[src/hdl/stereo_pkg.sv]
package stereo_pkg;

    // image pixel, also the width of one absolute difference
    localparam int PIXEL_BITS = 8;
    typedef logic [PIXEL_BITS-1:0] pixel_t;

    // column sum holds up to 15 rows of 8-bit differences
    localparam int COLSUM_BITS = 12;
    typedef logic [COLSUM_BITS-1:0] colsum_t;

    // window SAD, wide enough for a 15x15 window
    localparam int SAD_BITS = 16;
    typedef logic [SAD_BITS-1:0] sad_t;

    localparam int DISP_BITS = 8;
    typedef logic [DISP_BITS-1:0] disp_t;

    // largest window the widths above support
    localparam int MAX_SAD = 15;

endpackage

[src/hdl/stereo_absdiff.sv]
`timescale 1ns/100ps

module stereo_absdiff import stereo_pkg::*; (
    input  logic   clk,
    input  logic   rst,
    input  logic   in_valid,
    input  logic   in_first,
    input  pixel_t in0,
    input  pixel_t in1,
    output logic   out_valid,
    output logic   out_first,
    output pixel_t out
);

    pixel_t diff;

    // subtract the smaller pixel from the larger so no sign bit is needed
    always_comb begin
        if (in0 > in1) begin
            diff = in0 - in1;
        end else begin
            diff = in1 - in0;
        end
    end

    always_ff @(posedge clk) begin
        if (rst) begin
            out_valid <= 1'b0;
        end else begin
            out_valid <= in_valid;
        end
    end

    always_ff @(posedge clk) begin
        if (in_valid) begin
            out       <= diff;
            out_first <= in_first;  // row start marker rides with the data
        end
    end

endmodule

[src/hdl/stereo_column_adder.sv]
`timescale 1ns/100ps

module stereo_column_adder import stereo_pkg::*; #(
    parameter int SAD = 3
) (
    input  logic                      clk,
    input  logic                      rst,
    input  logic                      in_valid,
    input  logic                      in_first,
    input  logic [SAD*PIXEL_BITS-1:0] in_data,
    output logic                      out_valid,
    output logic                      out_first,
    output colsum_t                   out_sum
);

    // stage one adds groups of up to four differences
    localparam int GROUPS = (SAD + 3) / 4;

    colsum_t part_next [GROUPS];
    colsum_t part_q    [GROUPS];
    colsum_t total_next;
    logic    s1_valid;
    logic    s1_first;

    always_comb begin
        int idx;
        for (int g = 0; g < GROUPS; g++) begin
            part_next[g] = '0;
            for (int i = 0; i < 4; i++) begin
                idx = g * 4 + i;
                if (idx < SAD) begin
                    part_next[g] = part_next[g] + colsum_t'(in_data[idx*PIXEL_BITS +: PIXEL_BITS]);
                end
            end
        end
    end

    always_comb begin
        total_next = '0;
        for (int g = 0; g < GROUPS; g++) begin
            total_next = total_next + part_q[g];
        end
    end

    always_ff @(posedge clk) begin
        if (rst) begin
            s1_valid  <= 1'b0;
            out_valid <= 1'b0;
        end else begin
            s1_valid  <= in_valid;
            out_valid <= s1_valid;
        end
    end

    always_ff @(posedge clk) begin
        if (in_valid) begin
            part_q   <= part_next;
            s1_first <= in_first;
        end
        if (s1_valid) begin
            out_sum   <= total_next;    // full column sum
            out_first <= s1_first;
        end
    end

endmodule

[src/hdl/stereo_window_accumulator.sv]
`timescale 1ns/100ps

module stereo_window_accumulator import stereo_pkg::*; #(
    parameter int SAD = 3
) (
    input  logic    clk,
    input  logic    rst,
    input  logic    in_valid,
    input  logic    in_first,
    input  colsum_t in_sum,
    output logic    out_valid,
    output sad_t    out_sad
);

    localparam int CNT_BITS = $clog2(MAX_SAD + 1);

    colsum_t             hist [SAD];   // hist[0] is the newest column
    logic [CNT_BITS-1:0] count;        // columns seen in this row, saturates at SAD
    logic [CNT_BITS-1:0] count_next;
    sad_t                total_next;

    always_comb begin
        if (in_first) begin
            count_next = CNT_BITS'(1);
            total_next = sad_t'(in_sum);
        end else begin
            if (count < CNT_BITS'(SAD)) begin
                count_next = count + CNT_BITS'(1);
            end else begin
                count_next = count;
            end
            // add the new column and drop the one leaving the window
            total_next = out_sad + sad_t'(in_sum) - sad_t'(hist[SAD-1]);
        end
    end

    always_ff @(posedge clk) begin
        if (rst) begin
            count     <= '0;
            out_valid <= 1'b0;
        end else begin
            out_valid <= 1'b0;
            if (in_valid) begin
                count     <= count_next;
                out_valid <= (count_next >= CNT_BITS'(SAD));
            end
        end
    end

    always_ff @(posedge clk) begin
        if (in_valid) begin
            out_sad <= total_next;
            hist[0] <= in_sum;
            for (int i = 1; i < SAD; i++) begin
                if (in_first) begin
                    hist[i] <= '0;  // new row, older columns no longer count
                end else begin
                    hist[i] <= hist[i-1];
                end
            end
        end
    end

endmodule

[src/hdl/stereo_match_pipe.sv]
`timescale 1ns/100ps

module stereo_match_pipe import stereo_pkg::*; #(
    parameter int SAD         = 3,
    parameter int PIPELINE_IN = 0
) (
    input  logic                      clk,
    input  logic                      rst,
    input  logic                      in_right_valid,   // one cycle ahead of in_right
    input  logic                      in_valid,         // one cycle ahead of in_left
    input  logic                      in_first,
    input  logic [SAD*PIXEL_BITS-1:0] in_left,
    input  logic [SAD*PIXEL_BITS-1:0] in_right,
    output logic [SAD*PIXEL_BITS-1:0] cascade_right,
    output logic                      out_valid,
    output sad_t                      out_sad
);

    logic                      c0_right_valid;
    logic                      c0_valid;
    logic                      c1_valid;
    logic                      c1_first;
    logic [SAD*PIXEL_BITS-1:0] c1_left;
    logic [SAD*PIXEL_BITS-1:0] c1_right;
    logic                      c2_valid;
    logic                      c2_first;
    logic [SAD*PIXEL_BITS-1:0] c2_data;
    logic                      c3_valid;
    logic                      c3_first;
    colsum_t                   c3_sum;

    // valids line up with the data cycle
    always_ff @(posedge clk) begin
        if (rst) begin
            c0_right_valid <= 1'b0;
            c0_valid       <= 1'b0;
        end else begin
            c0_right_valid <= in_right_valid;
            c0_valid       <= in_valid;
        end
    end

    // next pipe sees this right column one beat later
    always_ff @(posedge clk) begin
        if (c0_right_valid) begin
            cascade_right <= in_right;
        end
    end

    generate
        if (PIPELINE_IN == 0) begin : gen_nopipe
            assign c1_valid = c0_valid;
            assign c1_first = in_first;
            assign c1_left  = in_left;
            assign c1_right = in_right;
        end else begin : gen_pipe
            logic                      r_valid;
            logic                      r_first;
            logic [SAD*PIXEL_BITS-1:0] r_left;

            always_ff @(posedge clk) begin
                if (rst) begin
                    r_valid <= 1'b0;
                end else begin
                    r_valid <= c0_valid;
                end
            end

            always_ff @(posedge clk) begin
                r_first <= in_first;
                r_left  <= in_left;
            end

            assign c1_valid = r_valid;
            assign c1_first = r_first;
            assign c1_left  = r_left;
            assign c1_right = cascade_right;    // already holds this beat's right column
        end
    endgenerate

    // row 0 carries valid and first for the whole column
    stereo_absdiff u_absdiff0 (
        .clk       (clk),
        .rst       (rst),
        .in_valid  (c1_valid),
        .in_first  (c1_first),
        .in0       (c1_left[0 +: PIXEL_BITS]),
        .in1       (c1_right[0 +: PIXEL_BITS]),
        .out_valid (c2_valid),
        .out_first (c2_first),
        .out       (c2_data[0 +: PIXEL_BITS])
    );

    for (genvar j = 1; j < SAD; j++) begin : gen_absdiff
        stereo_absdiff u_absdiff (
            .clk       (clk),
            .rst       (rst),
            .in_valid  (c1_valid),
            .in_first  (1'b0),
            .in0       (c1_left[j*PIXEL_BITS +: PIXEL_BITS]),
            .in1       (c1_right[j*PIXEL_BITS +: PIXEL_BITS]),
            .out_valid (),
            .out_first (),
            .out       (c2_data[j*PIXEL_BITS +: PIXEL_BITS])
        );
    end

    stereo_column_adder #(
        .SAD (SAD)
    ) u_column_adder (
        .clk       (clk),
        .rst       (rst),
        .in_valid  (c2_valid),
        .in_first  (c2_first),
        .in_data   (c2_data),
        .out_valid (c3_valid),
        .out_first (c3_first),
        .out_sum   (c3_sum)
    );

    stereo_window_accumulator #(
        .SAD (SAD)
    ) u_window_accumulator (
        .clk       (clk),
        .rst       (rst),
        .in_valid  (c3_valid),
        .in_first  (c3_first),
        .in_sum    (c3_sum),
        .out_valid (out_valid),
        .out_sad   (out_sad)
    );

endmodule

[src/hdl/stereo_disparity_select.sv]
`timescale 1ns/100ps

module stereo_disparity_select import stereo_pkg::*; #(
    parameter int DISPARITIES = 4
) (
    input  logic                           clk,
    input  logic                           rst,
    input  logic                           in_valid,
    input  logic [DISPARITIES*SAD_BITS-1:0] in_sad,    // pipe 0 in the low bits
    output logic                           out_valid,
    output sad_t                           out_sad,
    output disp_t                          out_disparity
);

    sad_t  best_sad;
    disp_t best_disp;

    // strict compare keeps the lower disparity on a tie
    always_comb begin
        sad_t cand;
        best_sad  = in_sad[0 +: SAD_BITS];
        best_disp = '0;
        for (int d = 1; d < DISPARITIES; d++) begin
            cand = in_sad[d*SAD_BITS +: SAD_BITS];
            if (cand < best_sad) begin
                best_sad  = cand;
                best_disp = disp_t'(d);
            end
        end
    end

    always_ff @(posedge clk) begin
        if (rst) begin
            out_valid <= 1'b0;
        end else begin
            out_valid <= in_valid;
        end
    end

    always_ff @(posedge clk) begin
        if (in_valid) begin
            out_sad       <= best_sad;
            out_disparity <= best_disp;
        end
    end

endmodule

[src/hdl/stereo_match_top.sv]
`timescale 1ns/100ps

module stereo_match_top import stereo_pkg::*; #(
    parameter int SAD         = 3,
    parameter int DISPARITIES = 4,
    parameter int PIPELINE_IN = 0
) (
    input  logic                      clk,
    input  logic                      rst,
    input  logic                      in_right_valid,
    input  logic                      in_valid,
    input  logic                      in_first,
    input  logic [SAD*PIXEL_BITS-1:0] in_left,
    input  logic [SAD*PIXEL_BITS-1:0] in_right,
    output logic                      out_valid,
    output sad_t                      out_sad,
    output disp_t                     out_disparity
);

    // right column chain, entry k feeds pipe k
    logic [SAD*PIXEL_BITS-1:0]       right_chain [DISPARITIES+1];
    logic [DISPARITIES-1:0]          pipe_valid;
    logic [DISPARITIES*SAD_BITS-1:0] pipe_sad;

    assign right_chain[0] = in_right;

    for (genvar k = 0; k < DISPARITIES; k++) begin : gen_pipe
        stereo_match_pipe #(
            .SAD         (SAD),
            .PIPELINE_IN (PIPELINE_IN)
        ) u_pipe (
            .clk            (clk),
            .rst            (rst),
            .in_right_valid (in_right_valid),
            .in_valid       (in_valid),
            .in_first       (in_first),
            .in_left        (in_left),
            .in_right       (right_chain[k]),
            .cascade_right  (right_chain[k+1]),
            .out_valid      (pipe_valid[k]),
            .out_sad        (pipe_sad[k*SAD_BITS +: SAD_BITS])
        );
    end

    // pipes run in lockstep so pipe 0 times the selector
    stereo_disparity_select #(
        .DISPARITIES (DISPARITIES)
    ) u_select (
        .clk           (clk),
        .rst           (rst),
        .in_valid      (pipe_valid[0]),
        .in_sad        (pipe_sad),
        .out_valid     (out_valid),
        .out_sad       (out_sad),
        .out_disparity (out_disparity)
    );

endmodule

[config.mk]
export PLATFORM = sky130hd
export DESIGN_NAME = stereo_match_top
export DESIGN_NICKNAME = d
export VERILOG_FILES = /design/src/hdl/stereo_pkg.sv /design/src/hdl/stereo_absdiff.sv /design/src/hdl/stereo_column_adder.sv /design/src/hdl/stereo_window_accumulator.sv /design/src/hdl/stereo_match_pipe.sv /design/src/hdl/stereo_disparity_select.sv /design/src/hdl/stereo_match_top.sv
export SDC_FILE = /design/constraint.sdc
export NUM_CORES = 1
export LEC_CHECK = 0
export BUFFER_PORTS_ARGS = -buffer_cell sky130_fd_sc_hd__buf_2
export CAP_MARGIN = 20
export CORE_MARGIN = 1
export CORE_UTILIZATION = 28
export CTS_CLUSTER_DIAMETER = 60
export CTS_CLUSTER_SIZE = 30
export DETAILED_ROUTE_END_ITERATION = 12
export HOLD_SLACK_MARGIN = 0.02
export PLACE_DENSITY_LB_ADDON = 0.05
export SKIP_LAST_GASP = 1
export SLEW_MARGIN = 25
export SYNTH_ARGS = -nofsm -noshare
export SYNTH_HDL_FRONTEND = slang
export SYNTH_SLANG_ARGS = --single-unit
[constraint.sdc]
create_clock -name clk -period 12.5 [get_ports clk]
set_clock_uncertainty 0.2 [all_clocks]
set_input_delay 0 -clock clk [delete_from_list [all_inputs] [get_ports clk]]
set_output_delay 0 -clock clk [all_outputs]
set_load 0.02 [all_outputs]
After elaboration in Yosys (flattened, before gate mapping)
Memories as Yosys holds them, arrays and structs flattened.
Cells that the tools add are included.
Cells by class
  add/sub/neg operators: 41
  multipliers: 0
  div/mod/pow operators: 0
  order comparisons: 17
  equal/unequal tests: 0
  shift operators: 0
  multiplexer cells: 39
  bitwise gates (word level): 9
  reduce and logical (&&, ||, !) cells: 2
Operators with widths (count)
  $sub 8x8->8: 24
  $mux 12: 12
  $gt 8x8->1: 12
  $mux 8: 12
  $add 16x12->16: 4
  $sub 16x12->16: 4
  $lt 16x16->1: 3
  $mux 16: 3
  $add 9x8->10: 4
  $add 8x8->9: 4
  $mux 1: 10
  $mux 4: 2
  $or 1x1->1: 8
  $add 4x1->4 const B: 1
  $ge 4x2->1 const B: 1
  $lt 4x2->1 const B: 1
  $reduce_or 2->1: 2
  $not 1->1: 1
Storage, ports and cells
  register bits after elaboration: 366
  bits in latches: 0
  bits in writable memories: 144
  ROM bits: 0
  input bits: 53
  output and inout port bits: 25
  logic and storage cells: 157
  memories kept: 4
Memories
  gen_pipe[0].u_pipe.u_window_accumulator.hist: depth 3, bits a word 12, read ports 3, clocked after Yosys merged registers in 0, wr ports 3, RTL line stereo_window_accumulator.sv:17  | colsum_t hist [SAD];
  gen_pipe[1].u_pipe.u_window_accumulator.hist: depth 3, bits a word 12, read ports 3, clocked after Yosys merged registers in 0, wr ports 3, RTL line stereo_window_accumulator.sv:17
  gen_pipe[2].u_pipe.u_window_accumulator.hist: depth 3, bits a word 12, read ports 3, clocked after Yosys merged registers in 0, wr ports 3, RTL line stereo_window_accumulator.sv:17
  gen_pipe[3].u_pipe.u_window_accumulator.hist: depth 3, bits a word 12, read ports 3, clocked after Yosys merged registers in 0, wr ports 3, RTL line stereo_window_accumulator.sv:17

Longest topological paths before layout
  depth after elaboration: 6
  mapped depth: 32
  depth with buffers taken out: 27

Cells and area by module
Synthesis repeated with hierarchy kept, for this count alone.
Second synthesis, totals
  cells, all modules: 3054
  area total of the unflattened synthesis: 35390.2 um^2
By module, submodules not included
  stereo_absdiff: instances 12, cells an instance 97, area an instance 969.7 um^2, sequential area each 290.3 um^2
  stereo_column_adder at gen_pipe[0].u_pipe.u_column_adder ...: instances 3, cells an instance 83, area an instance 1236.2 um^2, sequential area each 700.7 um^2
  stereo_window_accumulator at gen_pipe[1].u_pipe.u_window_accumulator: instances 1, cells an instance 297, area an instance 3373.2 um^2, sequential area each 1661.6 um^2
  stereo_window_accumulator at gen_pipe[3].u_pipe.u_window_accumulator: instances 1, cells an instance 294, area an instance 3300.7 um^2, sequential area each 1661.6 um^2
  stereo_window_accumulator at gen_pipe[2].u_pipe.u_window_accumulator: instances 1, cells an instance 294, area an instance 3290.7 um^2, sequential area each 1661.6 um^2
  stereo_window_accumulator at gen_pipe[0].u_pipe.u_window_accumulator: instances 1, cells an instance 296, area an instance 3273.1 um^2, sequential area each 1661.6 um^2
  stereo_match_pipe: instances 4, cells an instance 29, area an instance 777.0 um^2, sequential area each 760.7 um^2
  stereo_disparity_select: instances 1, cells an instance 262, area an instance 2471.1 um^2, sequential area each 560.5 um^2
  stereo_column_adder at gen_pipe[3].u_pipe.u_column_adder: instances 1, cells an instance 82, area an instance 1228.7 um^2, sequential area each 700.7 um^2

Worst setup path after synthesis
OpenSTA, ideal clock, no wires.
  path kind: reg-to-reg
  start: register gen_pipe[0].u_pipe.u_window_accumulator.out_sad[2]
  end: register u_select.out_sad[0] (data pin)
  setup time: 0.262 ns
  arrival: 6.231 ns
  data required time: 12.038 ns
  setup slack: 5.807 ns
  stages on the path, launching flop included: 30
  path buffers: 4
  clock period less this slack: 6.693 ns
  cell sequence: edfxtp_1 > inv_1 > ha_1 > a211o_1 > a31oi_1 > o21ai_1 > a21oi_1 > o21a_1 > buf_6 > buf_2 > mux2i_1 > ha_1 > o21a_1 > o21a_1 > o21a_1 > o21ai_1 > a21oi_1 > a2111oi_2 > nand2_2 > buf_2 > mux2_1 > ha_1 > a21o_1 > a21o_1 > a21oi_1 > o211ai_1 > or3_1 > o31ai_2 > buf_6 > mux2_1
On the way
  cells in the longest elaborated chain, start to end: 6
RTL lines
  start, declared: RTL line stereo_window_accumulator.sv:12  | output sad_t out_sad
  start signal, assigned: RTL line stereo_window_accumulator.sv:52  | out_sad <= total_next;
  $lt 16x16->1: RTL line stereo_disparity_select.sv:25  | if (cand < best_sad) begin
  $mux 16 *: RTL line stereo_disparity_select.sv:25
  $lt 16x16->1: RTL line stereo_disparity_select.sv:25
  $mux 16 *: RTL line stereo_disparity_select.sv:25
  $lt 16x16->1: RTL line stereo_disparity_select.sv:25
  $mux 16 *: RTL line stereo_disparity_select.sv:25
  via u_select.best_sad[0]: RTL line stereo_disparity_select.sv:15  | sad_t best_sad;
  end signal, assigned: RTL line stereo_disparity_select.sv:42  | out_sad <= best_sad;
  end, declared: RTL line stereo_disparity_select.sv:11  | output sad_t out_sad,
Mark *: on every way through the listed nets, which the timed path passes. The rest lies on a longest branch.
A chain may end at the register's enable or synchronous reset.

Worst setup path in the final report
  start: register gen_pipe[0].u_pipe.u_window_accumulator.out_sad[2]
  end: register u_select.out_sad[11] (data pin)
Same word-level chain as after synthesis.

==> report_table.html <==
<table>
<tr><th>Metric</th><th>Value</th></tr>
<tr><th colspan="2">Yosys</th></tr>
<tr><td>Top area cells in the synthesized netlist</td><td>sky130_fd_sc_hd__edfxtp_1 (45%), sky130_fd_sc_hd__ha_1 (13%), sky130_fd_sc_hd__fa_1 (6.6%)</td></tr>
<tr><td>Predominant post-synthesis flop cell</td><td>sky130_fd_sc_hd__edfxtp_1</td></tr>
<tr><td>Number of distinct library cells after synthesis</td><td>70</td></tr>
<tr><td>Number of storage elements in the synthesis netlist</td><td>464</td></tr>
<tr><td>Sequential fraction of the synthesis area</td><td>45.6%</td></tr>
<tr><td>Post-synthesis area per instance</td><td>11.3 um2</td></tr>
<tr><td>Cell Area, Synth</td><td>30300 um2</td></tr>
<tr><td>Synth async-reset ratio</td><td>0%</td></tr>
<tr><td>Number of enable-type register cells in the synthesized netlist</td><td>453</td></tr>
<tr><td>Mapped Cells</td><td>2678</td></tr>
<tr><td>Most frequent cell after synthesis</td><td>sky130_fd_sc_hd__edfxtp_1</td></tr>
<tr><td>Cell accounting for the most synthesized area</td><td>sky130_fd_sc_hd__edfxtp_1</td></tr>
<tr><td>Commonest cells in the synthesized netlist</td><td>sky130_fd_sc_hd__edfxtp_1 (453), sky130_fd_sc_hd__inv_1 (433), sky130_fd_sc_hd__ha_1 (317), sky130_fd_sc_hd__a21oi_1 (143), sky130_fd_sc_hd__o21ai_0 (130)</td></tr>
<tr><td>YS warnings</td><td>0</td></tr>
<tr><td>Area share of the largest cell type after synthesis</td><td>44.9%</td></tr>
<tr><th colspan="2">Place</th></tr>
<tr><td>Worst slack at placement</td><td>4270 ps</td></tr>
<tr><td>Placer Congestion</td><td>0.848</td></tr>
<tr><td>Number of I/O port buffers</td><td>71</td></tr>
<tr><td>Placement-stage cell area</td><td>32300 um2</td></tr>
<tr><td>Cell count after placement</td><td>4116</td></tr>
<tr><td>HPWL after detailed placement</td><td>64900 um</td></tr>
<tr><th colspan="2">STA</th></tr>
<tr><td>Hold violation total from the final report</td><td>0</td></tr>
<tr><td>Number of max-slew violations in the final report</td><td>0</td></tr>
<tr><td>Measured slew at the worst slew-check pin</td><td>1040 ps</td></tr>
<tr><td>Final clock period utilization by the worst path</td><td>65.3%</td></tr>
<tr><td>Setup Viol. Count Final</td><td>0</td></tr>
<tr><td>Time the final worst path needs with I/O delays and setup</td><td>8160 ps</td></tr>
<tr><td>Aggregate negative setup slack</td><td>0 ps</td></tr>
<tr><td>Unrepaired setup endpoints after global routing</td><td>no</td></tr>
<tr><td>Maximum clock rate</td><td>122 MHz</td></tr>
<tr><td>Worst slew margin relative to its limit</td><td>30.9%</td></tr>
<tr><td>Fin worst setup slack</td><td>4340 ps</td></tr>
<tr><th colspan="2">Detailed routing</th></tr>
<tr><td>Remaining antenna violation count after routing</td><td>0</td></tr>
<tr><td>Aggregate routed wire length</td><td>83200 um</td></tr>
<tr><td>DRC violation total after the first TritonRoute iteration</td><td>1078</td></tr>
<tr><td>Routed via count divided by cell count</td><td>4.57</td></tr>
<tr><td>Number of vias in the routed layout</td><td>19708</td></tr>
<tr><td>Avg WL per Cell</td><td>19.3 um</td></tr>
<tr><td>Count of TritonRoute iterations in the first routing pass</td><td>5</td></tr>
<tr><td>Final routed DRC violation total</td><td>0</td></tr>
<tr><th colspan="2">Worst hold path</th></tr>
<tr><td>End point of the worst hold path</td><td>gen_pipe[0].u_pipe.gen_absdiff[1].u_absdiff.out[6]</td></tr>
<tr><td>Origin of the worst min-delay path</td><td>in_left[13]</td></tr>
<tr><td>Worst Hold Class</td><td>input pin to register</td></tr>
<tr><td>Hold depth</td><td>5</td></tr>
<tr><th colspan="2">Floorplan</th></tr>
<tr><td>Standard-cell rows</td><td>120</td></tr>
<tr><td>Initial Utilization</td><td>28.3%</td></tr>
<tr><td>Floorplan Core Area</td><td>107000 um2</td></tr>
<tr><td>Area enclosed by the die boundary</td><td>110000 um2</td></tr>
<tr><td>Chip width</td><td>331 um</td></tr>
<tr><td>Ports</td><td>78</td></tr>
<tr><td>Die boundary height</td><td>331 um</td></tr>
<tr><th colspan="2">Critical path</th></tr>
<tr><td>Largest fanout on the critical path</td><td>16</td></tr>
<tr><td>Cell family with the largest share of critical-path delay</td><td>compound AO/OA/AOI/OAI gates</td></tr>
<tr><td>Cell repeated most along the worst path</td><td>sky130_fd_sc_hd__o21a_1</td></tr>
<tr><td>Worst EP arrival</td><td>8420 ps</td></tr>
<tr><td>Total buffers and inverters traversed by the critical path</td><td>2</td></tr>
<tr><td>Required time reported for the critical path endpoint</td><td>12750 ps</td></tr>
<tr><td>Crit. End Element</td><td>register</td></tr>
<tr><td>Cell with the largest stage delay on the worst path</td><td>sky130_fd_sc_hd__o21a_1</td></tr>
<tr><td>Critical Path Max Stage Delay</td><td>780 ps</td></tr>
<tr><td>Worst Reg2Reg Path Length in Cells</td><td>27</td></tr>
<tr><td>Setup slack of the most critical reg-to-reg path</td><td>4340 ps</td></tr>
<tr><td>Startpoint of the lowest-slack register-to-register path</td><td>gen_pipe[0].u_pipe.u_window_accumulator.out_sad[2]</td></tr>
<tr><td>Endpoint of the lowest-slack register-to-register path</td><td>u_select.out_sad[11]</td></tr>
<tr><td>Type of the worst setup path</td><td>register to register</td></tr>
<tr><td>Kind of launch point of the worst setup path</td><td>register</td></tr>
<tr><th colspan="2">Clocking</th></tr>
<tr><td>CTS tree</td><td>done</td></tr>
<tr><td>Cts bufs inserted</td><td>66</td></tr>
<tr><td>Total number of H-tree levels</td><td>3</td></tr>
<tr><td>Number of clock sinks</td><td>464</td></tr>
<tr><td>Clk Latency, worst-skew pair</td><td>630 ps</td></tr>
<tr><td>Clk Tree Root Cell</td><td>sky130_fd_sc_hd__clkbuf_16</td></tr>
<tr><td>Clock Pin Slew Worst Setup and Hold Paths</td><td>60 ps</td></tr>
<tr><td>Max Buffers Root-to-Sink</td><td>3</td></tr>
<tr><th colspan="2">GRT</th></tr>
<tr><td>First-pass GRT wire length</td><td>126000 um</td></tr>
<tr><td>Congestion Overflow GR</td><td>0</td></tr>
<tr><td>Maximum number of pins on one net before global-route repair</td><td>113</td></tr>
<tr><td>Via count of the first global-routing pass</td><td>20633</td></tr>
<tr><td>All-Layer GR Usage</td><td>15.3%</td></tr>
<tr><td>Number of antenna violations at the first check in global routing</td><td>3</td></tr>
<tr><th colspan="2">Pwr</th></tr>
<tr><td>Worst voltage drop across the vdd grid</td><td>0.0775 mV</td></tr>
<tr><td>Pleak</td><td>0.0149 uW</td></tr>
<tr><td>Total power divided by cell area</td><td>129 nW/um2</td></tr>
<tr><th colspan="2">Layout</th></tr>
<tr><td>Final core utilization</td><td>33.0%</td></tr>
<tr><td>Final instance count without filler cells</td><td>4309</td></tr>
<tr><td>Fraction of final layout cells sized beyond drive strength 1</td><td>9.36%</td></tr>
<tr><td>Count of fill cells added during filler insertion</td><td>10868</td></tr>
<tr><td># nets final</td><td>3321</td></tr>
<tr><td>Cell area after layout</td><td>35300 um2</td></tr>
<tr><td>Area growth from synthesis to layout</td><td>16.6%</td></tr>
<tr><th colspan="2">Status</th></tr>
<tr><td>Outcome</td><td>finished, final reports clean</td></tr>
<tr><th colspan="2">Job</th></tr>
<tr><td>Number of max-cap violations</td><td>0</td></tr>
</table>
-- metal layers --
metal | wire length (um) | part of all wire [%] | track usage (%)
met5 | 0 | 0 | 0
met4 | 1760 | 2.1 | 4.36
met2 | 41200 | 50 | 27.0
met1 | 37900 | 46 | 19.4
met3 | 2290 | 2.8 | 2.02
-- layout make-up --
cell class | count | area [um2] | share of cell area, %
Antenna cell | 1 | 2.50 | 0.00708
Clock buffer | 70 | 1710 | 4.84
Clock inverter | 52 | 626 | 1.77
Inverter | 433 | 1630 | 4.60
Multi-Input combinational cell | 1738 | 14600 | 41.5
Sequential cell | 464 | 13800 | 39.2
Tap cell | 1403 | 1760 | 4.97
Timing Repair Buffer | 148 | 1120 | 3.17
-- tightest hold or removal path, delay by kind of cell --
kind | cells | cell delay (ps)
buffers and inverters | 2 | 240
AO/OA/AOI/OAI | 1 | 170
adder cells (fa/ha/maj) | 1 | 170
XOR/XNOR | 1 | 110
-- logic make-up (layout without fill, tap and decap cells) --
kind of cell | after synthesis | after routing | share of synthesized area [%]
flops | 464 | 464 | 45.6
mux | 113 | 113 | 3.91
simple gates | 519 | 519 | 8.91
xor+xnor | 142 | 142 | 4.10
fa+ha+maj | 417 | 417 | 19.7
compound gates | 541 | 541 | 11.6
buf+inv | 481 | 703 | 6.15
other cells | 1 | 7 | 0.0124
-- placed cells by master (no fill, tap or decap), types with 8 or more instances in the layout --
cell type / netlist / layout
sky130_fd_sc_hd__nand2_1: 106 / 106
sky130_fd_sc_hd__a311o_1: 9 / 9
sky130_fd_sc_hd__nand2b_1: 11 / 11
sky130_fd_sc_hd__nor3_1: 29 / 29
sky130_fd_sc_hd__a31oi_1: 16 / 16
sky130_fd_sc_hd__mux2_2: 36 / 36
sky130_fd_sc_hd__edfxtp_1: 453 / 453
sky130_fd_sc_hd__inv_1: 433 / 433
sky130_fd_sc_hd__and3_1: 19 / 19
sky130_fd_sc_hd__ha_1: 317 / 317
sky130_fd_sc_hd__or2_2: 15 / 15
sky130_fd_sc_hd__o21ai_0: 130 / 130
sky130_fd_sc_hd__a21boi_0: 23 / 23
sky130_fd_sc_hd__o31ai_1: 9 / 9
sky130_fd_sc_hd__inv_6: 0 / 10
sky130_fd_sc_hd__a21oi_1: 143 / 143
sky130_fd_sc_hd__nor2_1: 86 / 86
sky130_fd_sc_hd__o311ai_0: 13 / 13
sky130_fd_sc_hd__xor2_1: 76 / 76
sky130_fd_sc_hd__o2111ai_1: 13 / 13
sky130_fd_sc_hd__a2111oi_0: 12 / 12
sky130_fd_sc_hd__o21a_1: 22 / 22
sky130_fd_sc_hd__nand3_1: 56 / 56
sky130_fd_sc_hd__xnor2_1: 66 / 66
sky130_fd_sc_hd__nor2_2: 9 / 9
sky130_fd_sc_hd__a21o_1: 66 / 66
sky130_fd_sc_hd__mux2i_1: 69 / 69
sky130_fd_sc_hd__clkbuf_16: 0 / 68
sky130_fd_sc_hd__and2_1: 92 / 92
sky130_fd_sc_hd__nor2b_1: 44 / 43
sky130_fd_sc_hd__dlygate4sd3_1: 0 / 70
sky130_fd_sc_hd__a211o_1: 9 / 9
sky130_fd_sc_hd__buf_2: 4 / 71
sky130_fd_sc_hd__a211oi_1: 23 / 23
sky130_fd_sc_hd__nand4_1: 29 / 29
sky130_fd_sc_hd__o21bai_1: 27 / 27
sky130_fd_sc_hd__mux2_1: 8 / 8
sky130_fd_sc_hd__fa_1: 100 / 100
-- power by group --
part	total, uW	leakage, uW	internal, uW	switching, uW
sequential	1860	0.00428	1810	54.0
clock	1980	0.00112	1160	822
combinational	726	0.00953	300	427
total	4570	0.0149	3270	1300
-- worst max-delay path by stage --
stage	startpoint	to	slack, ps	cells after the start
2_1_floorplan	gen_pipe[0].u_pipe.u_window_accumulator.out_sad[2]	u_select.out_sad[0]	5810	29
3_3_place_gp	gen_pipe[0].u_pipe.u_window_accumulator.out_sad[2]	u_select.out_sad[13]	4320	27
3_5_place_dp	gen_pipe[0].u_pipe.u_window_accumulator.out_sad[2]	u_select.out_sad[11]	4270	27
4_1_cts	gen_pipe[0].u_pipe.u_window_accumulator.out_sad[2]	u_select.out_sad[11]	4190	27
5_1_grt	gen_pipe[0].u_pipe.u_window_accumulator.out_sad[2]	u_select.out_sad[7]	3730	27
6_report	gen_pipe[0].u_pipe.u_window_accumulator.out_sad[2]	u_select.out_sad[11]	4340	27
-- registers in the layout (all words and copies together) (netlist names), 4 cells and up --
register	count
u_select.out_sad	16
gen_pipe.u_pipe.u_window_accumulator.out_sad	64
gen_pipe.u_pipe.cascade_right	72
gen_pipe.u_pipe.u_absdiff0.out	32
gen_pipe.u_pipe.u_column_adder.part_q	40
gen_pipe.u_pipe.gen_absdiff.u_absdiff.out	64
gen_pipe.u_pipe.u_column_adder.out_sum	40
gen_pipe.u_pipe.u_window_accumulator.hist	120
gen_pipe.u_pipe.u_window_accumulator.count	4
-- timing repair --
| item | in CTS | in global routing |
|---|---|---|
| hold endpoints to repair | 80 | 0 |
| endpoints found under the setup margin | 0 | 0 |
| hold buffers | 70 | 0 |
| gates resized for setup | 0 | 0 |
| setup buffers | 0 | 0 |
-- metrics by stage --
stage	hold slack (ps)	total power, uW
2_1_floorplan	-101	2370
3_3_place_gp	-0.465	2620
3_5_place_dp	-1.98	2620
4_1_cts	30.3	4680
5_1_grt	94.5	4810
6_report	62.2	4570
Note: power is estimated with default switching activity, not from simulation.
